===== src/source/exec_pkg.sv =====
`default_nettype none

package exec_pkg;

    localparam int XLEN  = 64;
    localparam int TAG_W = 4;

    // grouped by the unit that executes them
    typedef enum logic [5:0] {
        op_add,
        op_sub,
        op_and,
        op_or,
        op_xor,
        op_sll,
        op_srl,
        op_sra,
        op_slt,
        op_sltu,
        op_addw,
        op_subw,
        op_sllw,
        op_srlw,
        op_sraw,
        op_mul,
        op_mulh,
        op_mulhsu,
        op_mulhu,
        op_mulw,
        op_div,
        op_divu,
        op_rem,
        op_remu,
        op_divw,
        op_divuw,
        op_remw,
        op_remuw,
        op_beq,
        op_bne,
        op_blt,
        op_bge,
        op_bltu,
        op_bgeu,
        op_jal,
        op_jalr
    } exec_op_e;

    // also the index into per-unit vectors
    typedef enum logic [1:0] {
        unit_alu = 2'd0,
        unit_mul = 2'd1,
        unit_div = 2'd2,
        unit_bru = 2'd3
    } unit_sel_e;

    typedef struct packed {
        exec_op_e         op;
        logic [TAG_W-1:0] tag;
        logic [4:0]       rd;
        logic [XLEN-1:0]  pc;
        logic [XLEN-1:0]  rs1_val;
        logic [XLEN-1:0]  rs2_val;
        logic [XLEN-1:0]  imm;
    } exec_req_t;

    typedef struct packed {
        logic [TAG_W-1:0] tag;
        logic [4:0]       rd;
        logic [XLEN-1:0]  value;
        logic             redirect;
        logic [XLEN-1:0]  target;
    } exec_res_t;

endpackage

`default_nettype wire


===== src/source/result_arbiter.sv =====
`timescale 1ns/10ps
`default_nettype none

module result_arbiter
    import exec_pkg::*;
(
    input  logic            [3:0] res_valid_i,
    input  exec_res_t       [3:0] res_i,
    output logic            [3:0] grant_o,
    output logic                  res_valid_o,
    output exec_res_t             res_o,
    input  logic                  res_ready_i
);

    unit_sel_e sel;

    // fixed order: branch, alu, mul, div
    always_comb begin
        if (res_valid_i[unit_bru]) begin
            sel = unit_bru;
        end else if (res_valid_i[unit_alu]) begin
            sel = unit_alu;
        end else if (res_valid_i[unit_mul]) begin
            sel = unit_mul;
        end else begin
            sel = unit_div;
        end
    end

    assign res_valid_o = |res_valid_i;
    assign res_o       = res_i[sel];

    // grant only on an actual transfer
    always_comb begin
        grant_o      = 4'b0000;
        grant_o[sel] = res_valid_o & res_ready_i;
    end

endmodule

`default_nettype wire


===== config.mk =====
export PLATFORM = sky130hd
export DESIGN_NAME = result_arbiter
export DESIGN_NICKNAME = d
export VERILOG_FILES = /design/src/source/exec_pkg.sv /design/src/source/result_arbiter.sv
export SDC_FILE = /design/constraint.sdc
export NUM_CORES = 1
export LEC_CHECK = 0
export BUFFER_PORTS_ARGS = -buffer_cell sky130_fd_sc_hd__buf_2
export CAP_MARGIN = 15
export CORE_AREA = 2 2 269 271
export DETAILED_ROUTE_END_ITERATION = 6
export DIE_AREA = 0 0 271 273
export PLACE_DENSITY_LB_ADDON = 0.05
export SYNTH_ARGS = -nofsm -noshare
export SYNTH_HDL_FRONTEND = slang
export SYNTH_SLANG_ARGS = --single-unit

===== constraint.sdc =====
create_clock -name vclk -period 1.4
set_input_delay 0.14 -clock vclk [all_inputs]
set_output_delay 0.14 -clock vclk [all_outputs]
set_load 0.01 [all_outputs]

==> results.yml <==
global_routing:
  grt_usage_pct: 10.1
  antenna_found_initial: 6
  grt_max_degree: 45
  grt_pass1_wl_um: 55800
  grt_pass1_vias: 7832
  grt.overflow.total: 0
critical_path:
  crit_path_top_delay_cell: "a22oi_1"
  cp.required_ps: 1260
  cp_cell_sequence: "buf_8 > nor3b_4 > buf_12 > buf_16 > buf_4 > a22oi_1 > o21ai_1 > buf_2"
  max_stage_delay_ps: 180
  end_kind: "output port"
  crit_fanout: 7
  worstPathArrival_ps: 1340
  start_kind: "input pin"
  critical_path_class: "in2out"
sta:
  final.period_utilization_pct: 106
  setup_tns_ps: -2250
  fmax_mhz: 674
  relSlewSlack_pct: 75.3
  timing.final.hold_violations: 0
  rsz0062_at_grt: "true"
  setup_ws_ps: -82.7
  finalSetupViolCount: 75
  fin_hold_ws_ps: 587
  worstMarginPinSlew_ps: 370
  min_period_ps: 1480
  slew_violations: 0
worst_hold_path:
  hold_class: "in2out"
synthesis:
  synth_largest_area_cell: "a22oi_1"
  netlist.area_leader.share_pct: 65.1
  avgSynthCellArea_um2: 6.36
  syn_inst: 500
  ys_warn_count: 0
  yosys.cell_types.count: 14
  yosys-top-cells-area: "a22oi_1 65%, o21ai_0 19%, buf_2 5.7%, clkbuf_1 3.9%, o21ai_1 3.1%"
  ys_seq_area_share_pct: 0
  syn_nets: 1057
  mappedNetlistArea_mm2: 0.00318
layout:
  final_nets: 1797
  final_core_util_pct: 13.7
  fillers: 8312
  fin_area_mm2: 0.00972
  fin_cells: 2191
  nFlopsAndLatches: 0
  drive_gt1_share_pct: 73.8
  n_clock_buffer: 0
  multi_input_area_mm2: 0.00331
  seqCellArea_um2: 0
  area_growth_pct: 205
die:
  dieArea_mm2: 0.0740
  num_rows: 98
  die_x_um: 271
  dieHeight_um: 273
  io_pins: 700
  initial_core_util_pct: 4.48
  core_area_mm2: 0.0710
drt:
  route.detailed.drc: 0
  dr_total_vias: 7561
  routed_wl_um: 42100
  wl_per_cell_um: 19.2
  final_antenna_net_count: 0
  vias_per_cell: 3.45
  dr.pass1.iters: 4
  drt_iter0_markers: 252
placement:
  post-place-ws_ps: -167
  placed_cells: 2161
  dp_hpwl_um: 34200
  gp_congestion: 0.830
  io_buffers: 700
  place_area_mm2: 0.00843
cts:
  cts_hold_buf: 0
run:
  cap_viol_max_count: 0
power_and_ir_drop:
  fin_total_pwr_mw: 3.15
  p_leak_nw: 4.40
  ir_drop_mv: 0.0809
  p_per_area_mw_per_mm2: 324
outcome:
  violations: "setup timing"
  status: "finished with violations"
## what timing repair did
action,4_1_cts,5_1_grt
pin swaps,2,14
setup buffers,13,7
endpoints found under the setup margin,133,140
cloned,6,8
resized for setup,177,103
## power by group
part / switching (mW) / internal [mW] / leakage, nW
Sequential: 0 / 0 / 0
Combinational: 1.50 / 1.66 / 4.40
Clock: 0 / 0.000000287 / 0.0000190
Total: 1.50 / 1.66 / 4.40
## critical path, delay by kind of cell
family | cells | cell delay (ps)
AOI/OAI and AO/OA | 2 | 320
and+or+nand+nor | 1 | 150
buffers and inverters | 5 | 720
## logic make-up (layout without fill, tap and decap cells)
logic type | Yosys count | after routing | synth area share [%]
other cells | 0 | 3 | 0
buf+inv | 77 | 815 | 11.2
simple gates | 9 | 9 | 1.97
compound gates | 414 | 414 | 86.8
## worst paths after layout
| path | slack, ps | startpoint | end | cells past startpoint |
|---|---|---|---|---|
| setup / recovery | -80 | res_valid_i[1] | res_o[8] | 8 |
| hold / removal | 590 | res_valid_i[2] | res_valid_o | 3 |
## per-layer routing
layer	up-vias	GRT usage, %	part of all wire, %
li1	3615	-	-
met3	12	2.22	7.2
met4	0	0.901	0.88
met2	388	21.1	56
met1	3546	10.4	36
met5	-	0	0
## cell type report
| cell class | instances | area share (%) |
|---|---|---|
| Multi-Input combinational cell | 423 | 34.1 |
| Timing Repair Buffer | 815 | 53.6 |
| Antenna cell | 3 | 0.0773 |
| Tap cell | 950 | 12.2 |
## cell usage in the layout (no fill, tap or decap), types with 5 or more instances in the layout
cell type / netlist / final
a22oi_1: 276 / 184
a22oi_2: 0 / 92
buf_12: 0 / 23
buf_16: 0 / 10
buf_2: 36 / 690
buf_4: 6 / 47
buf_6: 0 / 23
buf_8: 0 / 13
clkbuf_16: 0 / 8
o21ai_0: 118 / 12
o21ai_1: 20 / 121
o21ai_2: 0 / 5
## synth_stat cells
master	n
a22oi_1	276
and2_1	2
buf_1	2
buf_2	36
buf_4	6
clkbuf_1	33
nand2_1	2
nor2_1	1
nor2_2	1
nor3b_4	1
nor4_1	1
o21ai_0	118
o21ai_1	20
or4_1	1
No activity file was read; power rests on OpenSTA's default activity.
