===== config.mk =====
export PLATFORM = sky130hd
export DESIGN_NAME = branch_unit
export DESIGN_NICKNAME = d
export VERILOG_FILES = /design/src/source/exec_pkg.sv /design/src/source/branch_unit.sv
export SDC_FILE = /design/constraint.sdc
export NUM_CORES = 1
export LEC_CHECK = 0
export BUFFER_PORTS_ARGS = -buffer_cell sky130_fd_sc_hd__buf_2
export CORE_UTILIZATION = 35
export CTS_CLUSTER_DIAMETER = 30
export DETAILED_ROUTE_END_ITERATION = 7
export PLACE_DENSITY = 0.59
export SLEW_MARGIN = 15
export SYNTH_ARGS = -nofsm -noshare
export SYNTH_HDL_FRONTEND = slang
export SYNTH_SLANG_ARGS = --single-unit

===== constraint.sdc =====
create_clock -name clk -period 4.6 [get_ports clk]
set_clock_uncertainty 0.15 [all_clocks]
set_input_delay 0.92 -clock clk [delete_from_list [all_inputs] [get_ports clk]]
set_output_delay 0.92 -clock clk [all_outputs]
set_load 0.01 [all_outputs]

===== src/source/exec_pkg.sv =====
`default_nettype none

package exec_pkg;

    localparam int XLEN  = 64;
    localparam int TAG_W = 4;

    // grouped by the unit that executes them
    typedef enum logic [5:0] {
        op_add,
        op_sub,
        op_and,
        op_or,
        op_xor,
        op_sll,
        op_srl,
        op_sra,
        op_slt,
        op_sltu,
        op_addw,
        op_subw,
        op_sllw,
        op_srlw,
        op_sraw,
        op_mul,
        op_mulh,
        op_mulhsu,
        op_mulhu,
        op_mulw,
        op_div,
        op_divu,
        op_rem,
        op_remu,
        op_divw,
        op_divuw,
        op_remw,
        op_remuw,
        op_beq,
        op_bne,
        op_blt,
        op_bge,
        op_bltu,
        op_bgeu,
        op_jal,
        op_jalr
    } exec_op_e;

    // also the index into per-unit vectors
    typedef enum logic [1:0] {
        unit_alu = 2'd0,
        unit_mul = 2'd1,
        unit_div = 2'd2,
        unit_bru = 2'd3
    } unit_sel_e;

    typedef struct packed {
        exec_op_e         op;
        logic [TAG_W-1:0] tag;
        logic [4:0]       rd;
        logic [XLEN-1:0]  pc;
        logic [XLEN-1:0]  rs1_val;
        logic [XLEN-1:0]  rs2_val;
        logic [XLEN-1:0]  imm;
    } exec_req_t;

    typedef struct packed {
        logic [TAG_W-1:0] tag;
        logic [4:0]       rd;
        logic [XLEN-1:0]  value;
        logic             redirect;
        logic [XLEN-1:0]  target;
    } exec_res_t;

endpackage

`default_nettype wire


===== src/source/branch_unit.sv =====
`timescale 1ns/10ps
`default_nettype none

module branch_unit
    import exec_pkg::*;
(
    input  logic      clk,
    input  logic      rst,
    input  logic      start_i,
    input  exec_req_t req_i,
    output logic      ready_o,
    output logic      res_valid_o,
    output exec_res_t res_o,
    input  logic      grant_i
);

    logic            eq;
    logic            lt;
    logic            ltu;
    logic            taken;
    logic [XLEN-1:0] jalr_sum;
    logic [XLEN-1:0] target;

    assign eq  = (req_i.rs1_val == req_i.rs2_val);
    assign lt  = $signed(req_i.rs1_val) < $signed(req_i.rs2_val);
    assign ltu = req_i.rs1_val < req_i.rs2_val;

    always_comb begin
        case (req_i.op)
            op_beq:  taken = eq;
            op_bne:  taken = ~eq;
            op_blt:  taken = lt;
            op_bge:  taken = ~lt;
            op_bltu: taken = ltu;
            op_bgeu: taken = ~ltu;
            // jumps always redirect
            default: taken = 1'b1;
        endcase
    end

    assign jalr_sum = req_i.rs1_val + req_i.imm;
    assign target   = (req_i.op == op_jalr) ? {jalr_sum[XLEN-1:1], 1'b0}
                                            : req_i.pc + req_i.imm;

    always_ff @(posedge clk) begin
        if (rst) begin
            res_valid_o <= 1'b0;
        end else if (start_i) begin
            res_valid_o <= 1'b1;
        end else if (grant_i) begin
            res_valid_o <= 1'b0;
        end
    end

    // link value is pc+4 for every op
    always_ff @(posedge clk) begin
        if (start_i) begin
            res_o.tag      <= req_i.tag;
            res_o.rd       <= req_i.rd;
            res_o.value    <= req_i.pc + XLEN'(4);
            res_o.redirect <= taken;
            res_o.target   <= target;
        end
    end

    assign ready_o = ~res_valid_o;

endmodule

`default_nettype wire


==> out/results.ini <==
[status]
status = completed

[timing]
max-slew-margin-rel_pct = 36.76
post-route-min-period_ps = 4423
setup_viol_count_final = 0
slew_violations = 0
rsz0062_at_grt = no
whs_ps = 374.3
worstMarginPinSlew_ps = 948.6
worst_slack_ps = 176.5
hold_violations = 0
timing.fmax_mhz = 226.1
min_period_over_period_pct = 96.16

[global_routing]
grt_pass1_vias = 14690
antenna_found_initial = 0
grt_max_degree = 85
grt-ovfl-total = 0
grt_pass1_wl_mm = 84.75
grt_usage_pct = 25.52

[finish]
diodes = 0
layout_commonest_cell = buf_2
num-fill-cells = 4227
utilization_pct = 43.78
fin_area_um2 = 18400
layout.nets = 2624
area_delta_synth_final_pct = 23.06
drive_above_1_share_pct = 23.93
layout_common_cells = 413 x buf_2, 190 x ha_1, 179 x a21oi_1

[pwr]
p_total_mw = 5.001
pwr-share-comb_pct = 39.6
p_int_mw = 3.174
leakage_nw = 8.549
p_per_area_nw_per_um2 = 271.8
clockPowerShare_pct = 27.6
peakVddDrop_mv = 0.2369
switching_power_mw = 1.827
p_seq_share_pct = 32.8
p_sw_share_pct = 36.53

[floorplan]
fp.dieH_um = 208.7
die_w_um = 208.7
die-area_um2 = 43560
core-area_um2 = 42040
boundaryPins = 415
fp-row-count = 75
start_util_pct = 35.57

[synthesis]
synthCells = 1739
ys_warn_count = 0
ys_seq_elements = 139
synth_area_um2 = 14960
ys.flop_type = edfxtp_1
synth_enable_flop_cells = 138
avgSynthCellArea_um2 = 8.600
synth.net_count = 2206
synth_cell_types = 79
async_reset_ff_share_pct = 0
seq_area_frac_synth_pct = 27.84

[clocking]
root_buffer = clkbuf_16
cts_hold_buf = 0
ctsResizeCount = 1
cts_tree = done
clock_sinks = 139
cts_post_setup_buffers_inserted = 0
clkLatencyLatePin_ps = 500
cts_buffers = 17
ctsHtreeMaxLevel = 4
clock_path_buffers = 2
path_clk_slew_ps = 60

[placement]
place_hpwl_mm = 46.80
pre_cts_slack_ps = -655.3
place_congestion = 0.9287
numPortBuffers = 414
post_dp_cell_area_um2 = 17850

[setup_path]
critPathMaxFanout = 8
path_class = primary input to flip-flop
worst-endpoint-required_ps = 4700
r2r_cells = 2
cp-end-kind = flip-flop
worst_ep_arrival_time_ps = 4520
crit_path_start_kind = primary input

[detailed_routing]
vias = 15190
met2_length_mm = 25.64
routedWlPerCell_um = 20.81
drt_wl_total_mm = 56.34
drtIter0Drc = 1243
wl_met1_mm = 25.86
top_layer = met4
firstDrtPassIters = 7
antenna_left = 0
routed_via_density = 5.608
met3_length_mm = 3.655
drc = 0

[worst_hold_path]
min_path_cells = 2
hold_class = flip-flop to flip-flop

[flow_run]
maxCapViolations = 0

power by group through the flow:
stage,sequential [mW],combinational [mW],clock (mW)
3_3_place_gp,1.67,1.94,0
6_report,1.64,1.98,1.38
3_5_place_dp,1.67,1.95,0
4_1_cts,1.65,1.96,1.43
5_1_grt,1.65,2.16,1.46
2_1_floorplan,1.73,1.11,0
final timing paths:
path / to / startpoint / slack, ps
setup / recovery: res_o[63] / req_i[16] / 180
hold / removal: res_valid_o / res_valid_o / 370
setup reg to reg: res_valid_o / res_valid_o / 3850
hold reg to reg: res_valid_o / res_valid_o / 370
sequential cells by signal, indices dropped and copies added, names as in the netlist:
signal / cells
res_o: 138
res_valid_o: 1
layer usage:
layer / track usage, % / up-vias
met1: 34.49 / 7195
li1: - / 7319
met3: 5.425 / 67
met5: 0 / -
met4: 7.911 / 0
met2: 40.52 / 606
cells in the mapped netlist, types with 5 or more instances:
cell type / count / area (um^2)
a211o_1: 9 / 78.83
a211oi_1: 13 / 97.59
a21o_1: 102 / 765.7
a21oi_1: 179 / 895.9
a221oi_1: 7 / 61.31
a31o_2: 6 / 52.55
a31oi_1: 21 / 131.4
a41oi_1: 7 / 61.31
and2_1: 12 / 75.07
and3_1: 25 / 156.4
and4_1: 9 / 78.83
buf_2: 5 / 25.02
clkbuf_1: 50 / 187.7
edfxtp_1: 138 / 4144
ha_1: 190 / 2377
inv_1: 104 / 390.4
mux2i_1: 12 / 120.1
nand2_1: 142 / 533.0
nand2b_1: 13 / 81.33
nand3_1: 51 / 255.2
nand4_1: 61 / 381.6
nor2_1: 115 / 431.7
nor2b_1: 16 / 100.1
nor3_1: 22 / 110.1
nor3b_1: 5 / 37.54
nor4_1: 13 / 81.33
o211ai_1: 9 / 67.56
o21a_1: 16 / 120.1
o21ai_0: 82 / 410.4
o21ai_1: 14 / 70.07
o21bai_1: 24 / 180.2
o221ai_1: 5 / 43.79
o31ai_1: 6 / 45.04
or2_2: 5 / 31.28
or3_1: 8 / 50.05
xnor2_1: 109 / 954.7
xor2_1: 66 / 578.1
cell families after synthesis:
group / share of synthesized area [%]
simple gates: 16.75
xor+xnor: 10.25
compound gates: 23.88
buf+inv: 4.166
flops: 27.84
mux: 0.9538
fa+ha+maj: 16.16
layout make-up:
class / instances / area, um^2 / area share (%)
clock inverter: 11 / 103.9 / 0.5643
tap: 539 / 674.4 / 3.664
sequential: 139 / 4164 / 22.63
timing repair buffer: 459 / 2441 / 13.26
clock buffer: 20 / 436.7 / 2.373
multi-input combinational: 1436 / 10190 / 55.39
inverter: 104 / 390.4 / 2.121
per-stage QoR:
| step | setup TNS (ps) | cells |
|---|---|---|
| 2_1_floorplan | 0 | 1739 |
| 3_3_place_gp | -2685 | 2677 |
| 3_5_place_dp | -2643 | 2677 |
| 4_1_cts | 0 | 2708 |
| 5_1_grt | 0 | 2708 |
| 6_report | 0 | 2708 |
worst max-delay path, cell delays in order:
cell and delay [ps]:
buf_2 120, ha_1 440, nand4_1 290, or4_1 620, nor4_2 410, o221ai_2 280, o211ai_2 180, o41a_1 410
a22oi_1 190, a2111o_1 450, o21ai_1 110, xor2_1 90
(Power assumes the default switching activity.)
