===== src/source/exec_pkg.sv =====
`default_nettype none

package exec_pkg;

    localparam int XLEN  = 64;
    localparam int TAG_W = 4;

    // grouped by the unit that executes them
    typedef enum logic [5:0] {
        op_add,
        op_sub,
        op_and,
        op_or,
        op_xor,
        op_sll,
        op_srl,
        op_sra,
        op_slt,
        op_sltu,
        op_addw,
        op_subw,
        op_sllw,
        op_srlw,
        op_sraw,
        op_mul,
        op_mulh,
        op_mulhsu,
        op_mulhu,
        op_mulw,
        op_div,
        op_divu,
        op_rem,
        op_remu,
        op_divw,
        op_divuw,
        op_remw,
        op_remuw,
        op_beq,
        op_bne,
        op_blt,
        op_bge,
        op_bltu,
        op_bgeu,
        op_jal,
        op_jalr
    } exec_op_e;

    // also the index into per-unit vectors
    typedef enum logic [1:0] {
        unit_alu = 2'd0,
        unit_mul = 2'd1,
        unit_div = 2'd2,
        unit_bru = 2'd3
    } unit_sel_e;

    typedef struct packed {
        exec_op_e         op;
        logic [TAG_W-1:0] tag;
        logic [4:0]       rd;
        logic [XLEN-1:0]  pc;
        logic [XLEN-1:0]  rs1_val;
        logic [XLEN-1:0]  rs2_val;
        logic [XLEN-1:0]  imm;
    } exec_req_t;

    typedef struct packed {
        logic [TAG_W-1:0] tag;
        logic [4:0]       rd;
        logic [XLEN-1:0]  value;
        logic             redirect;
        logic [XLEN-1:0]  target;
    } exec_res_t;

endpackage

`default_nettype wire


===== src/source/exec_dispatch.sv =====
`timescale 1ns/10ps
`default_nettype none

module exec_dispatch
    import exec_pkg::*;
(
    input  logic      clk,
    input  logic      rst,
    input  logic      req_valid_i,
    input  exec_req_t req_i,
    output logic      req_ready_o,
    input  logic [3:0] unit_ready_i,
    output logic [3:0] unit_start_o,
    output exec_req_t unit_req_o
);

    unit_sel_e  sel;
    logic [3:0] avail;
    logic       accept;

    // opcode class
    always_comb begin
        case (req_i.op)
            op_mul, op_mulh, op_mulhsu, op_mulhu, op_mulw:
                sel = unit_mul;
            op_div, op_divu, op_rem, op_remu, op_divw, op_divuw, op_remw, op_remuw:
                sel = unit_div;
            op_beq, op_bne, op_blt, op_bge, op_bltu, op_bgeu, op_jal, op_jalr:
                sel = unit_bru;
            default:
                sel = unit_alu;
        endcase
    end

    // a unit being started this cycle still looks idle, so mask it
    assign avail       = unit_ready_i & ~unit_start_o;
    assign req_ready_o = avail[sel];
    assign accept      = req_valid_i & req_ready_o;

    always_ff @(posedge clk) begin
        if (rst) begin
            unit_start_o <= 4'b0000;
        end else if (accept) begin
            unit_start_o <= 4'b0001 << sel;
        end else begin
            unit_start_o <= 4'b0000;
        end
    end

    always_ff @(posedge clk) begin
        if (accept) begin
            unit_req_o <= req_i;
        end
    end

endmodule

`default_nettype wire


===== config.mk =====
export PLATFORM = sky130hd
export DESIGN_NAME = exec_dispatch
export DESIGN_NICKNAME = d
export VERILOG_FILES = /design/src/source/exec_pkg.sv /design/src/source/exec_dispatch.sv
export SDC_FILE = /design/constraint.sdc
export NUM_CORES = 1
export LEC_CHECK = 0
export BUFFER_PORTS_ARGS = -buffer_cell sky130_fd_sc_hd__buf_4
export CAP_MARGIN = 20
export CORE_AREA = 10 10 207 209
export DETAILED_ROUTE_END_ITERATION = 8
export DIE_AREA = 0 0 217 219
export HOLD_SLACK_MARGIN = 0.12
export PLACE_DENSITY_LB_ADDON = 0.12
export SETUP_SLACK_MARGIN = 0.05
export SYNTH_ARGS = -nofsm -noshare
export SYNTH_HDL_FRONTEND = slang
export SYNTH_SLANG_ARGS = --single-unit

===== constraint.sdc =====
create_clock -name clk -period 16.61 [get_ports clk]
set_input_delay 2.4915 -clock clk [delete_from_list [all_inputs] [get_ports clk]]
set_output_delay 2.4915 -clock clk [all_outputs]
set_load 0.02 [all_outputs]

==> key figures, run 1 <==
Outcome
  • Status: completed

Clock tree
  • CTS tree: built
  • CTS Buf Count: 34
  • Post-CTS setup buffer count: 0
  • Post-cts sizing count: 0
  • Clk sink count: 275
  • CTS clock-pin slew for the worst setup and hold paths: 0.06 ns
  • CTS hold repair buffers: 0
  • H-tree Lvls: 2
  • Clk_lat worst skew: 0.51 ns
  • Clock tree buffer depth: 3
  • Root buffer cell: clkbuf_16

Global routing
  • Vias in the first global route: 5829
  • First-pass GRT wire length: roughly 43000 um
  • GRT overflow: 0
  • Initial antenna violation count: 2
  • GR Util All Layers: 0.126
  • Largest net degree at the start of global routing: 80

Timing
  • Max_slew headroom: 0.310
  • Clock skew: 0.00758 ns
  • Worst Tran Pin Value: 1.03 ns
  • Fin crit period: 6.43 ns
  • Tcrit/Tclk final: 0.387
  • Fmax achieved: 0.156 GHz
  • Hold Vio Cnt, Final: 0
  • Total count of max-transition violations in the final report: 0
  • RSZ-0062 raised after global routing: false
  • Final setup margin: 10.18 ns
  • Count of final setup violators: 0
  • Setup TNS: 0 ns

Critical path
  • Flop2flop setup slack: between 10 and 15 ns
  • WS Path Type: in -> out
  • Slowest cell on crit path: mux2i_1
  • Slowest stage delay, CP: 0.33 ns
  • Endpoint kind of the worst setup timing path: output pin
  • Crit-path max FO: 4
  • Most Frequent Cell on Critical Path: buf_4
  • CP Data Required Time: 14.12 ns
  • Top delay family on crit path: multiplexers
  • CP startpoint kind: input port
  • Critical Path AT: roughly 3.9 ns
  • Worst path bufs/invs: 3
  • Critical path, cell by cell: buf_4, inv_1, ha_1, and3b_4, nor2_2, mux2i_1, mux2_4, buf_4

Floorplan
  • Core Region: 38600 um2
  • I/O pin total: 554
  • Die Wd: 217 um
  • Row count: 72
  • Initial core utilization: 0.219
  • Die area: 47500 um2
  • Die Y: 219 um

Placement
  • Routability cong.: roughly 0.75
  • Post-Place Worst Slack: 10.09 ns
  • DP Wirelength: 25400 um
  • I/O Buffers: approximately 550

Logic synthesis
  • Distinct cells, synth: 19
  • YS warnings: 0
  • Post-synth top area share: 0.962
  • Register area share after synthesis: 0.972
  • Syn Area/Cell: 27.6 um2
  • Dominant cells by area after synthesis: edfxtp_1 96%, dfxtp_1 0.95%, ha_1 0.30%
  • Yosys reg bits: 275
  • Syn Std Cell Area: 8460 um2
  • Syn Nets: between 500 and 600
  • Post-Syn Instances: between 300 and 400
  • Area leader, netlist: edfxtp_1

Power and ir drop
  • Worst ir drop on vdd: 74.7 uV
  • PwrDens: 123 nW/um2
  • Leakage: about 5.9 nW

Drt
  • Initial DRC count: 242
  • Drt wl/cell: 22.1 um
  • Vias/cell: 3.68
  • DRC: 0
  • Vias: 5318
  • Initial DRT Pass Iterations: 4
  • Post-Route WL: 31900 um
  • Number of antenna-violating nets in the routed design: 0

Run
  • Total of max-cap violations: 0

Finish
  • Fraction of layout cells with a size suffix above 1: 0.662
  • FF/Latch Area: 8220 um2
  • Final nets: between 1000 and 1500
  • Syn-to-layout area delta: 70.3%
  • # fillers: 3708
  • Multi-input gate area: 235 um2

Min path
  • Min-Delay Path Class: reg -> reg
[worst paths after layout]
path | depth (start not counted) | startpoint | to
min reg2reg | 2 | unit_start_o[1]$_SDFF_PP0_ | unit_start_o[1]$_SDFF_PP0_
max | 8 | req_i[267] | req_ready_o
max reg2reg | 5 | unit_start_o[3]$_SDFF_PP0_ | unit_req_o[245]$_DFFE_PP_
min | 2 | unit_start_o[1]$_SDFF_PP0_ | unit_start_o[1]$_SDFF_PP0_
[through the flow]
stage	power, mW	utilization	hold slack, ns	cells	cell area, um2
after detailed placement	1.07	0.345	0.526	1380	13300
after global placement	1.07	0.345	0.550	1380	13300
final	1.77	0.373	0.550	1444	14400
after floorplan	0.942	-	0.654	306	8460
after CTS	1.81	0.373	0.547	1442	14400
after global routing	1.85	0.373	0.588	1443	14400
[layer usage]
layer,vias to the layer above,wire length (um),part of all wire,global-route usage
met2,308,16500,0.52,0.219
met5,-,13,0.00041,0
met3,42,4310,0.14,0.0806
met4,2,693,0.022,0.0419
li1,2433,-,-,-
met1,2533,10300,0.32,0.118
[cell type report]
class	count	share of cell area
diodes	2	0.000348
flip-flops and latches	275	0.571
well taps	518	0.0450
repair buffers	556	0.290
multi-input cells	28	0.0163
inverters	3	0.000782
clock inverters	16	0.00886
clock buffers	46	0.0680
[worst reg2reg max path, cell delays in order (launching register included)]
cell and delay, ns:
dfxtp_1 0.32, nand2b_1 0.17, mux2i_1 0.25, a22o_4 0.72
buf_4 0.87, buf_4 0.85
[state kept, by name, indices dropped and copies added, names as in the netlist]
register      count
unit_start_o      4
unit_req_o      271
[synthesized netlist by cell type]
cell type,instances
a22o_1,1
mux2_4,1
mux2i_1,2
o2111a_1,1
nand2b_1,4
nor3_1,2
ha_1,2
and4_4,1
a211o_1,1
dfxtp_1,4
inv_1,3
nor2_2,1
nor3b_2,2
nor4b_1,1
a211oi_2,1
nand2_1,1
nor2_1,6
edfxtp_1,271
and3b_4,1
[layout by cell type, fill, tap and decap left out, drive strengths merged]
cell type	netlist	routed
mux2i	2	2
clkinvlp	0	1
nor3	2	2
bufinv	0	2
edfxtp	271	271
ha	2	2
and4	1	1
clkinv	0	13
nor2	7	7
and3b	1	1
a211oi	1	1
nor4b	1	1
nand2	1	1
buf	0	556
a211o	1	1
clkbuf	0	46
nand2b	4	4
nor3b	2	2
diode	0	2
mux2	1	1
a22o	1	1
dfxtp	4	4
o2111a	1	1
inv	3	3
[logic make-up (layout without fill, tap and decap cells)]
logic type               after synthesis  count (layout)  synth area share
multiplexers                           3               3           0.00414
other                                  0               2                 0
AO/OA/AOI/OAI                          4               4           0.00488
AND/OR/NAND/NOR                       19              19            0.0148
flip-flops                           275             275             0.972
buffers and inverters                  3             621           0.00133
adder cells (fa/ha/maj)                2               2           0.00296
[where the power goes]
| group | switching (mW) | total (mW) | internal [mW] | leakage, nW |
|---|---|---|---|---|
| logic | 0.118 | 0.212 | 0.0945 | 2.80 |
| clock network | 0.281 | 0.725 | 0.444 | 0.542 |
| registers | 0.0118 | 0.834 | 0.822 | 2.57 |
| total | 0.410 | 1.77 | 1.36 | 5.91 |
Power figures use the tool's default switching activity.
==> run 2, diff against run 1 <==
--- a/config.mk
+++ b/config.mk
@@ -7,9 +7,9 @@
 export LEC_CHECK = 0
 export BUFFER_PORTS_ARGS = -buffer_cell sky130_fd_sc_hd__buf_4
 export CAP_MARGIN = 20
-export CORE_AREA = 10 10 207 209
+export CORE_AREA = 10 10 208 210
 export DETAILED_ROUTE_END_ITERATION = 8
-export DIE_AREA = 0 0 217 219
+export DIE_AREA = 0 0 218 220
 export HOLD_SLACK_MARGIN = 0.12
 export PLACE_DENSITY_LB_ADDON = 0.12
 export SETUP_SLACK_MARGIN = 0.05
==> constraint.sdc (replaced) <==
create_clock -name clk -period 5.95 [get_ports clk]
set_input_delay 0.8925 -clock clk [delete_from_list [all_inputs] [get_ports clk]]
set_output_delay 0.8925 -clock clk [all_outputs]
set_load 0.02 [all_outputs]
==> key figures, run 2 (synthesis results as in run 1) <==
Global routing
  • Largest net degree at the start of global routing: 68
  • GR Util All Layers: 0.125
  • Vias in the first global route: approximately 5800
  • Initial antenna violation count: 3
  • First-pass GRT wire length: roughly 43000 um
  • GRT overflow: 0

Critical path
  • Critical Path AT: roughly 2.3 ns
  • WS Path Type: in -> out
  • CP startpoint kind: input port
  • Crit-path max FO: 4
  • Critical path, cell by cell: buf_4, inv_1, ha_1, and3b_4, nor2_2, mux2i_1, mux2_4, buf_4
  • Most Frequent Cell on Critical Path: buf_4
  • Worst path bufs/invs: 3
  • Slowest stage delay, CP: 0.31 ns
  • Top delay family on crit path: multiplexers
  • Endpoint kind of the worst setup timing path: output pin
  • WP depth: 8
  • Depth of the worst register-to-register path: 4
  • Slowest cell on crit path: mux2i_1
  • CP Data Required Time: between 5 and 6 ns

Clock tree
  • CTS Buf Count: 35
  • Clk sink count: 275
  • CTS clock-pin slew for the worst setup and hold paths: 0.06 ns
  • Post-CTS setup buffer count: 0
  • CTS hold repair buffers: 0
  • H-tree Lvls: 2
  • Post-cts sizing count: 0
  • Clk_lat worst skew: 0.52 ns
  • Clock tree buffer depth: 3
  • Root buffer cell: clkbuf_16
  • CTS tree: built

Floorplan
  • I/O pin total: 554
  • Initial core utilization: 0.215
  • Die area: 48000 um2
  • Core Region: 39300 um2
  • Row count: 73
  • Die Y: 220 um
  • Die Wd: 218 um

Placement
  • I/O Buffers: about 550
  • Routability cong.: 0.767
  • Cell total after placement: 1391
  • DP Wirelength: 25500 um

Finish
  • Syn-to-layout area delta: 70.7%
  • Non-filler instance count after layout: 1456
  • Fraction of layout cells with a size suffix above 1: 0.663
  • # fillers: 3787
  • Biggest regs: unit_req_o (271), unit_start_o (4)
  • Multi-input gate area: around 240 um2
  • Commonest cells after routing, fill and taps aside: 558 x buf_4, 271 x edfxtp_1, 37 x clkbuf_16
  • Biggest register: unit_req_o
  • FF/Latch Area: 8220 um2
  • Commonest non-fill, non-tap cell in the layout: buf_4
  • Largest register FFs: about 270
  • Final nets: 1183

Drt
  • Drt wl/cell: 21.9 um
  • Vias: 5343
  • Vias/cell: 3.67
  • Post-Route WL: 31800 um
  • Number of antenna-violating nets in the routed design: 0
  • Initial DRC count: ~190
  • DRC: 0
  • Initial DRT Pass Iterations: 4

Power and ir drop
  • Worst ir drop on vdd: ~170 uV
  • Leakage: a little under 6 nW
  • PwrDens: 340 nW/um2

Timing
  • Fmax achieved: approximately 0.32 GHz
  • Fin crit period: 3.17 ns
  • Hold Vio Cnt, Final: 0
  • Worst Tran Pin Value: just under 0.9 ns
  • Count of final setup violators: 0
  • Max_slew headroom: 0.418
  • Clock skew: 0.0173 ns
  • Setup TNS: 0 ns
  • RSZ-0062 raised after global routing: false
  • Tcrit/Tclk final: 0.533
  • Total count of max-transition violations in the final report: 0

Min path
  • Worst hold stages: 1
  • Min-Delay Path Class: in -> reg

Run
  • Total of max-cap violations: 0

Outcome
  • Status: completed
run 2: cell types whose count changed in the layout (fill, tap and decap cells not counted):
cell / delta
buf_12: +2
buf_4: +2
bufinv_16: -1
clkbuf_1: +1
clkbuf_8: -2
clkinv_2: +1
clkinv_4: +2
clkinvlp_4: -1
inv_6: +1
run 2: layer usage:
metal / routed length [um] / up-vias / GRT usage
li1: - / 2444 / -
met1: 9440 / 2548 / 0.108
met2: 17200 / 297 / 0.225
met3: 4390 / 52 / 0.0786
met4: 794 / 2 / 0.0493
met5: 13 / - / 0
run 2: layout make-up:
type                    instances  share of cell area
diodes                          2            0.000347
clock buffers                  45              0.0662
clock inverters                18             0.00841
inverters                       3            0.000780
multi-input cells              28              0.0163
flip-flops and latches        275               0.569
well taps                     525              0.0455
repair buffers                560               0.293
run 2: through the flow:
stage | setup slack, ns | util | power, mW | area (um2) | hold slack [ns]
global route | 2.67 | 0.367 | 5.11 | 14400 | 0.505
CTS | 2.79 | 0.367 | 5.01 | 14400 | 0.493
floorplan | 0.398 | - | 2.61 | 8460 | 0.654
detailed placement | 2.36 | 0.340 | 2.98 | 13400 | 0.544
global placement | 2.36 | 0.340 | 2.98 | 13400 | 0.548
finish | 2.78 | 0.367 | 4.91 | 14400 | 0.542
run 2: path summary, 6_finish.rpt:
check | startpoint | end | slack (ns)
setup / recovery | req_i[267] | req_ready_o | 2.78
hold / removal | req_i[163] | unit_req_o[163]$_DFFE_PP_ | 0.54
setup reg to reg | unit_start_o[1]$_SDFF_PP0_ | unit_req_o[63]$_DFFE_PP_ | 3.65
hold reg to reg | unit_start_o[0]$_SDFF_PP0_ | unit_start_o[0]$_SDFF_PP0_ | 0.56
run 2: where the power goes:
group | leakage [nW] | total, mW | internal (mW) | switching, mW
logic | 2.83 | 0.600 | 0.271 | 0.329
clock network | 0.531 | 1.98 | 1.18 | 0.798
registers | 2.57 | 2.33 | 2.29 | 0.0335
