$ cat src/source/exec_pkg.sv
`default_nettype none

package exec_pkg;

    localparam int XLEN  = 64;
    localparam int TAG_W = 4;

    // grouped by the unit that executes them
    typedef enum logic [5:0] {
        op_add,
        op_sub,
        op_and,
        op_or,
        op_xor,
        op_sll,
        op_srl,
        op_sra,
        op_slt,
        op_sltu,
        op_addw,
        op_subw,
        op_sllw,
        op_srlw,
        op_sraw,
        op_mul,
        op_mulh,
        op_mulhsu,
        op_mulhu,
        op_mulw,
        op_div,
        op_divu,
        op_rem,
        op_remu,
        op_divw,
        op_divuw,
        op_remw,
        op_remuw,
        op_beq,
        op_bne,
        op_blt,
        op_bge,
        op_bltu,
        op_bgeu,
        op_jal,
        op_jalr
    } exec_op_e;

    // also the index into per-unit vectors
    typedef enum logic [1:0] {
        unit_alu = 2'd0,
        unit_mul = 2'd1,
        unit_div = 2'd2,
        unit_bru = 2'd3
    } unit_sel_e;

    typedef struct packed {
        exec_op_e         op;
        logic [TAG_W-1:0] tag;
        logic [4:0]       rd;
        logic [XLEN-1:0]  pc;
        logic [XLEN-1:0]  rs1_val;
        logic [XLEN-1:0]  rs2_val;
        logic [XLEN-1:0]  imm;
    } exec_req_t;

    typedef struct packed {
        logic [TAG_W-1:0] tag;
        logic [4:0]       rd;
        logic [XLEN-1:0]  value;
        logic             redirect;
        logic [XLEN-1:0]  target;
    } exec_res_t;

endpackage

`default_nettype wire

$ cat src/source/mul_unit.sv
`timescale 1ns/10ps
`default_nettype none

module mul_unit
    import exec_pkg::*;
#(
    parameter int WIDTH = 64
) (
    input  logic      clk,
    input  logic      rst,
    input  logic      start_i,
    input  exec_req_t req_i,
    output logic      ready_o,
    output logic      res_valid_o,
    output exec_res_t res_o,
    input  logic      grant_i
);

    localparam int CNT_W = $clog2(WIDTH);

    typedef enum logic [1:0] {st_idle, st_busy, st_done} state_e;

    state_e             state;
    logic [CNT_W-1:0]   cnt;
    logic               is_w;
    logic               sgn_a;
    logic               sgn_b;
    logic               neg_a;
    logic               neg_b;
    logic [WIDTH-1:0]   op_a;
    logic [WIDTH-1:0]   op_b;
    logic [WIDTH-1:0]   mcand;
    logic [WIDTH:0]     sum;
    logic [2*WIDTH-1:0] acc;
    logic [2*WIDTH-1:0] acc_next;
    logic [2*WIDTH-1:0] prod;
    logic [WIDTH-1:0]   value;
    logic               neg_q;
    exec_op_e           op_q;

    // mulhsu is signed x unsigned
    assign is_w  = (req_i.op == op_mulw);
    assign sgn_a = req_i.op inside {op_mul, op_mulh, op_mulhsu, op_mulw};
    assign sgn_b = req_i.op inside {op_mul, op_mulh, op_mulw};
    assign op_a  = is_w ? {{(WIDTH-32){req_i.rs1_val[31]}}, req_i.rs1_val[31:0]}
                        : req_i.rs1_val[WIDTH-1:0];
    assign op_b  = is_w ? {{(WIDTH-32){req_i.rs2_val[31]}}, req_i.rs2_val[31:0]}
                        : req_i.rs2_val[WIDTH-1:0];
    assign neg_a = sgn_a & op_a[WIDTH-1];
    assign neg_b = sgn_b & op_b[WIDTH-1];

    // one shift-add step, multiplier sits in the low half of acc
    assign sum      = {1'b0, acc[2*WIDTH-1:WIDTH]} + (acc[0] ? {1'b0, mcand} : '0);
    assign acc_next = {sum, acc[WIDTH-1:1]};
    assign prod     = neg_q ? -acc_next : acc_next;

    always_comb begin
        case (op_q)
            op_mul:  value = prod[WIDTH-1:0];
            op_mulw: value = {{(WIDTH-32){prod[31]}}, prod[31:0]};
            default: value = prod[2*WIDTH-1:WIDTH];
        endcase
    end

    always_ff @(posedge clk) begin
        if (rst) begin
            state <= st_idle;
            cnt   <= '0;
        end else begin
            case (state)
                st_idle: if (start_i) begin
                    state <= st_busy;
                    cnt   <= '0;
                end
                st_busy: begin
                    cnt <= cnt + 1'b1;
                    if (cnt == CNT_W'(WIDTH-1)) begin
                        state <= st_done;
                    end
                end
                st_done: if (grant_i) state <= st_idle;
                default: state <= st_idle;
            endcase
        end
    end

    always_ff @(posedge clk) begin
        if (state == st_idle && start_i) begin
            acc            <= {{WIDTH{1'b0}}, neg_b ? -op_b : op_b};
            mcand          <= neg_a ? -op_a : op_a;
            neg_q          <= neg_a ^ neg_b;
            op_q           <= req_i.op;
            res_o.tag      <= req_i.tag;
            res_o.rd       <= req_i.rd;
            res_o.redirect <= 1'b0;
            res_o.target   <= '0;
        end else if (state == st_busy) begin
            acc <= acc_next;
            if (cnt == CNT_W'(WIDTH-1)) begin
                res_o.value <= value;
            end
        end
    end

    assign ready_o     = (state == st_idle);
    assign res_valid_o = (state == st_done);

endmodule

`default_nettype wire

$ cat config.mk
export PLATFORM = sky130hd
export DESIGN_NAME = mul_unit
export DESIGN_NICKNAME = d
export VERILOG_FILES = /design/src/source/exec_pkg.sv /design/src/source/mul_unit.sv
export SDC_FILE = /design/constraint.sdc
export NUM_CORES = 1
export LEC_CHECK = 0
export BUFFER_PORTS_ARGS = -buffer_cell sky130_fd_sc_hd__clkbuf_2
export CAP_MARGIN = 25
export CORE_UTILIZATION = 52
export DETAILED_ROUTE_END_ITERATION = 10
export HOLD_SLACK_MARGIN = 0.12
export PLACE_DENSITY = 0.84
export SLEW_MARGIN = 0
export SYNTH_ARGS = -nofsm -noshare
export SYNTH_HDL_FRONTEND = slang
export SYNTH_SLANG_ARGS = --single-unit
$ cat constraint.sdc
create_clock -name clk -period 5 [get_ports clk]
set_clock_uncertainty 0.05 [all_clocks]
set_input_delay 0 -clock clk [delete_from_list [all_inputs] [get_ports clk]]
set_output_delay 0 -clock clk [all_outputs]
set_load 0.03 [all_outputs]
==> tab_implementation.tex <==
\begin{tabular}{lr}
\hline
Metric & Value \\
\hline
\multicolumn{2}{l}{\textbf{Run}} \\
\quad Number of max-capacitance violations reported & 0 \\
\multicolumn{2}{l}{\textbf{Placement}} \\
\quad Pre-CTS setup slack & -0.1721 ns \\
\quad Number of input and output port buffers inserted & 221 \\
\quad Global placement routability congestion & 1.009 \\
\quad Count of placed standard cells including taps & 3544 \\
\quad Placed wire-length estimate & 59.52 mm \\
\multicolumn{2}{l}{\textbf{GRT}} \\
\quad Number of global-route vias before repair & 22860 \\
\quad Wire length of the first global-routing pass & 126.7 mm \\
\quad Total gr overflow & 0 \\
\quad Total global-route track usage & 37.23\% \\
\quad Pin count of the biggest net entering global routing & 97 \\
\quad Number of antenna violations at the first check in global routing & 1 \\
\multicolumn{2}{l}{\textbf{Min path}} \\
\quad Worst hold path class & in -> reg \\
\quad Hold-critical path endpoint & op\_q[3]\$\_DFFE\_PP\_ \\
\quad Instance count along the most critical hold path & 2 \\
\quad Source of the worst hold timing path & req\_i[268] \\
\multicolumn{2}{l}{\textbf{Worst setup path}} \\
\quad Worst setup path class & in -> reg \\
\quad Worst R2R Setup Slack & 0.12 ns \\
\quad Data required time at the worst endpoint & 5.38 ns \\
\quad Worst reg2reg path endpoint & res\_o[122]\$\_DFFE\_PP\_ \\
\quad CP Capture Type & register \\
\quad Arrival time of data at the critical path endpoint & 5.26 ns \\
\quad CP Max Fanout & 27 \\
\quad Length in cells of the worst reg-to-reg path & 16 \\
\quad Startpoint type of the worst setup path & primary input \\
\quad R2R Path Start & acc[0]\$\_DFFE\_PP\_ \\
\multicolumn{2}{l}{\textbf{Synthesis}} \\
\quad Library cells used by synthesis & 101 \\
\quad Sequential-to-total area share from yosys stat & 34.99\% \\
\quad Post-synthesis instance total & 2622 \\
\quad Syn Area/Cell & 8.380 um\^{}2 \\
\quad Warning count from the yosys run & 0 \\
\quad Netlist area before placement & 21970 um\^{}2 \\
\quad Async SR Flop Fraction & 0\% \\
\quad Total of flip-flops plus latches after synthesis & 280 \\
\quad EDFF count, synth & 208 \\
\quad Dominant synthesized flop cell & sky130\_fd\_sc\_hd\_\_edfxtp\_1 \\
\multicolumn{2}{l}{\textbf{CTS}} \\
\quad Num CTS Buffers & 36 \\
\quad Clock Root Buffer & sky130\_fd\_sc\_hd\_\_clkbuf\_16 \\
\quad Register clock-pin slew on the reported worst setup and hold paths & 0.06 ns \\
\quad Number of sinks driven by the clock tree & 280 \\
\quad Clock Tree Buf Depth & 3 \\
\quad Clock latency on the worst-skew pair & 0.57 ns \\
\quad Max H-tree Level & 2 \\
\quad CTS tree & built \\
\multicolumn{2}{l}{\textbf{Detailed routing}} \\
\quad Drt first-iter violations & 2696 \\
\quad DRC errors left & 0 \\
\quad Total vias in the final route & 23876 \\
\quad Routed wire per std cell & 21.50 um \\
\quad Routed WL & 82.97 mm \\
\quad Number of nets still failing antenna checks after routing & 0 \\
\quad First drt pass iteration count & 6 \\
\quad Vias per inst & 6.187 \\
\multicolumn{2}{l}{\textbf{Layout}} \\
\quad Share of post-route cells with drive strength above 1 & 22.01\% \\
\quad Layout Area Growth over Synthesis & 34.13\% \\
\quad Final net count & 3642 \\
\quad Post-layout instance count excluding filler cells & 3859 \\
\quad Fillcell total & 3165 \\
\quad Area of combinational cells with multiple inputs & 13860 um\^{}2 \\
\quad Commonest cells after routing, fill and taps aside & sky130\_fd\_sc\_hd\_\_buf\_4 (314), sky130\_fd\_sc\_hd\_\_nand2\_1 (302), sky130\_fd\_sc\_hd\_\_dlygate4sd3\_1 (239), sky130\_fd\_sc\_hd\_\_clkbuf\_2 (221), sky130\_fd\_sc\_hd\_\_o21ai\_0 (219) \\
\quad Most common cell after layout, fill and taps aside & sky130\_fd\_sc\_hd\_\_buf\_4 \\
\quad Area taken by flip-flops and latches & 7687 um\^{}2 \\
\multicolumn{2}{l}{\textbf{STA}} \\
\quad Number of slew-limit violations in the final report & 0 \\
\quad Achievable frequency & 204.9 MHz \\
\quad Worst Slack Setup Final & 0.1200 ns \\
\quad Transition time of the tightest slew-check pin & 1.023 ns \\
\quad Final critical-path share of the clock period & 97.60\% \\
\quad RSZ-0062 raised after global routing & yes \\
\quad Final Critical Period & 4.880 ns \\
\quad Final setup violation count & 0 \\
\quad Final hold viol count & 0 \\
\quad Worst slew margin relative to its limit & 31.79\% \\
\quad Worst hold slack & 0.1377 ns \\
\multicolumn{2}{l}{\textbf{Floorplanning}} \\
\quad Total die area & 43080 um\^{}2 \\
\quad Starting density of the core & 53.21\% \\
\quad Core ar. & 41290 um\^{}2 \\
\quad Y dimension of the die & 207.6 um \\
\quad Standard-cell rows & 74 \\
\quad \# IOs & 415 \\
\quad Chip Width & 207.6 um \\
\multicolumn{2}{l}{\textbf{Pwr}} \\
\quad Power Dens Cells & 356.2 nW/um\^{}2 \\
\quad Overall power & 0.01050 W \\
\quad IR Drop Worst-Case VDD & 0.2245 mV \\
\quad Reported leakage power & 11.73 nW \\
\multicolumn{2}{l}{\textbf{Run status}} \\
\quad Run status & completed \\
\hline
\end{tabular}
## stage by stage
step	TNS, ns	area (um^2)	util [%]
after floorplan	0	22220	-
after global placement	-1.554	25340	61.37
after detailed placement	-0.8949	25340	61.37
after CTS	0	28990	70.20
after global routing	-0.09712	29470	71.37
final	0	29470	71.37
## synthesized netlist by cell type, types with 5 or more instances
cell type / number / area (um^2)
sky130_fd_sc_hd__dfxtp_1: 72 / 1441
sky130_fd_sc_hd__nand3b_1: 10 / 75.07
sky130_fd_sc_hd__nor4_1: 27 / 168.9
sky130_fd_sc_hd__a31oi_1: 20 / 125.1
sky130_fd_sc_hd__buf_4: 65 / 488.0
sky130_fd_sc_hd__o41ai_1: 20 / 175.2
sky130_fd_sc_hd__nand3_1: 71 / 355.3
sky130_fd_sc_hd__nor2_1: 211 / 792.0
sky130_fd_sc_hd__nor3_1: 74 / 370.4
sky130_fd_sc_hd__o31ai_1: 46 / 345.3
sky130_fd_sc_hd__xor2_1: 136 / 1191
sky130_fd_sc_hd__ha_1: 68 / 850.8
sky130_fd_sc_hd__or2_2: 19 / 118.9
sky130_fd_sc_hd__o21bai_1: 13 / 97.59
sky130_fd_sc_hd__o2111ai_1: 6 / 52.55
sky130_fd_sc_hd__o21ai_1: 16 / 80.08
sky130_fd_sc_hd__a22o_1: 25 / 219.0
sky130_fd_sc_hd__and2_1: 80 / 500.5
sky130_fd_sc_hd__o221ai_1: 30 / 262.8
sky130_fd_sc_hd__a221oi_1: 7 / 61.31
sky130_fd_sc_hd__nand4_1: 46 / 287.8
sky130_fd_sc_hd__buf_2: 14 / 70.07
sky130_fd_sc_hd__nand2b_1: 19 / 118.9
sky130_fd_sc_hd__o21a_1: 12 / 90.09
sky130_fd_sc_hd__buf_1: 8 / 30.03
sky130_fd_sc_hd__o21ai_0: 235 / 1176
sky130_fd_sc_hd__a211oi_1: 11 / 82.58
sky130_fd_sc_hd__nor2b_1: 8 / 50.05
sky130_fd_sc_hd__edfxtp_1: 208 / 6246
sky130_fd_sc_hd__clkbuf_1: 117 / 439.2
sky130_fd_sc_hd__nand2_1: 305 / 1145
sky130_fd_sc_hd__xnor2_1: 148 / 1296
sky130_fd_sc_hd__a21boi_0: 5 / 37.54
sky130_fd_sc_hd__and3_1: 9 / 56.30
sky130_fd_sc_hd__o211ai_1: 13 / 97.59
sky130_fd_sc_hd__or3_1: 50 / 312.8
sky130_fd_sc_hd__a21oi_1: 189 / 945.9
sky130_fd_sc_hd__a21o_1: 28 / 210.2
sky130_fd_sc_hd__inv_1: 35 / 131.4
sky130_fd_sc_hd__or4_1: 37 / 277.8
## sequential cells by signal (all words and copies together), names as in the netlist
| register | flops |
|---|---|
| acc | 128 |
| res_o | 73 |
| mcand | 64 |
| cnt | 6 |
| op_q | 6 |
| state | 2 |
| neg_q | 1 |
## how the worst max path moves through the flow
stage	startpoint	endpoint	slack, ns	depth (start not counted)
floorplan	acc[0]$_DFFE_PP_	res_o[128]$_DFFE_PP_	0.04	18
global placement	acc[0]$_DFFE_PP_	res_o[127]$_DFFE_PP_	-0.25	18
detailed placement	acc[0]$_DFFE_PP_	res_o[127]$_DFFE_PP_	-0.17	18
CTS	acc[0]$_DFFE_PP_	res_o[124]$_DFFE_PP_	0.002	16
global route	acc[0]$_DFFE_PP_	res_o[127]$_DFFE_PP_	-0.05	17
finish	req_i[267]	mcand[63]$_DFFE_PP_	0.12	14
## cell families (layout without fill, tap and decap cells)
group | after synthesis | count (layout) | share of synthesized area (%)
multiplexers | 5 | 5 | 0.2335
flip-flops | 280 | 280 | 34.99
buffers and inverters | 239 | 879 | 5.273
other | 1 | 66 | 0.01707
AO/OA/AOI/OAI | 744 | 744 | 21.69
adder cells (fa/ha/maj) | 69 | 69 | 3.963
XOR/XNOR | 284 | 284 | 11.32
AND/OR/NAND/NOR | 1000 | 1000 | 22.52
## area by class of cell
type	count	share of cell area (%)
Tap cell	532	2.259
Clock buffer	43	3.282
Clock inverter	23	0.8449
Multi-Input combinational cell	2167	47.03
Sequential cell	280	26.08
Antenna cell	1	0.008491
Inverter	35	0.4585
Timing Repair Buffer	778	20.03
## worst max-delay path: stages
cell and delay [ns]:
sky130_fd_sc_hd__dlygate4sd3_1 0.55, sky130_fd_sc_hd__clkbuf_2 0.13, sky130_fd_sc_hd__or3b_2 0.52, sky130_fd_sc_hd__or3_2 0.78
sky130_fd_sc_hd__nor2_1 0.53, sky130_fd_sc_hd__buf_4 0.24, sky130_fd_sc_hd__o21ai_1 0.18, sky130_fd_sc_hd__or2_2 0.40
sky130_fd_sc_hd__nor2_1 0.23, sky130_fd_sc_hd__o21a_1 0.25, sky130_fd_sc_hd__nand2_1 0.07, sky130_fd_sc_hd__dlygate4sd3_1 0.56
sky130_fd_sc_hd__a21oi_1 0.21, sky130_fd_sc_hd__dlygate4sd3_1 0.61
## power by group
| group | switching, W | internal (W) | leakage (nW) | total, W |
|---|---|---|---|---|
| Sequential | 0.000225 | 0.00287 | 2.57 | 0.00309 |
| Combinational | 0.00266 | 0.00204 | 8.57 | 0.00470 |
| Clock | 0.00114 | 0.00156 | 0.587 | 0.00270 |
| Total | 0.00403 | 0.00647 | 11.7 | 0.0105 |
## timing repair
action / CTS / global route
hold buffers: 239 / 0
buffers inserted: 0 / 8
endpoints found under the setup margin: 17 / 40
resized for setup: 11 / 95
pin swaps: 2 / 16
hold endpoints to repair: 150 / 0
## per-layer routing
layer / track usage (%) / wire (um) / vias to the layer above
met4: 16.86 / 3916 / 0
met2: 62.85 / 39610 / 1391
met3: 5.310 / 6854 / 292
met1: 47.24 / 32590 / 11279
met5: 0 / 0 / -
li1: - / - / 10914
No activity file was read; power rests on OpenSTA's default activity.
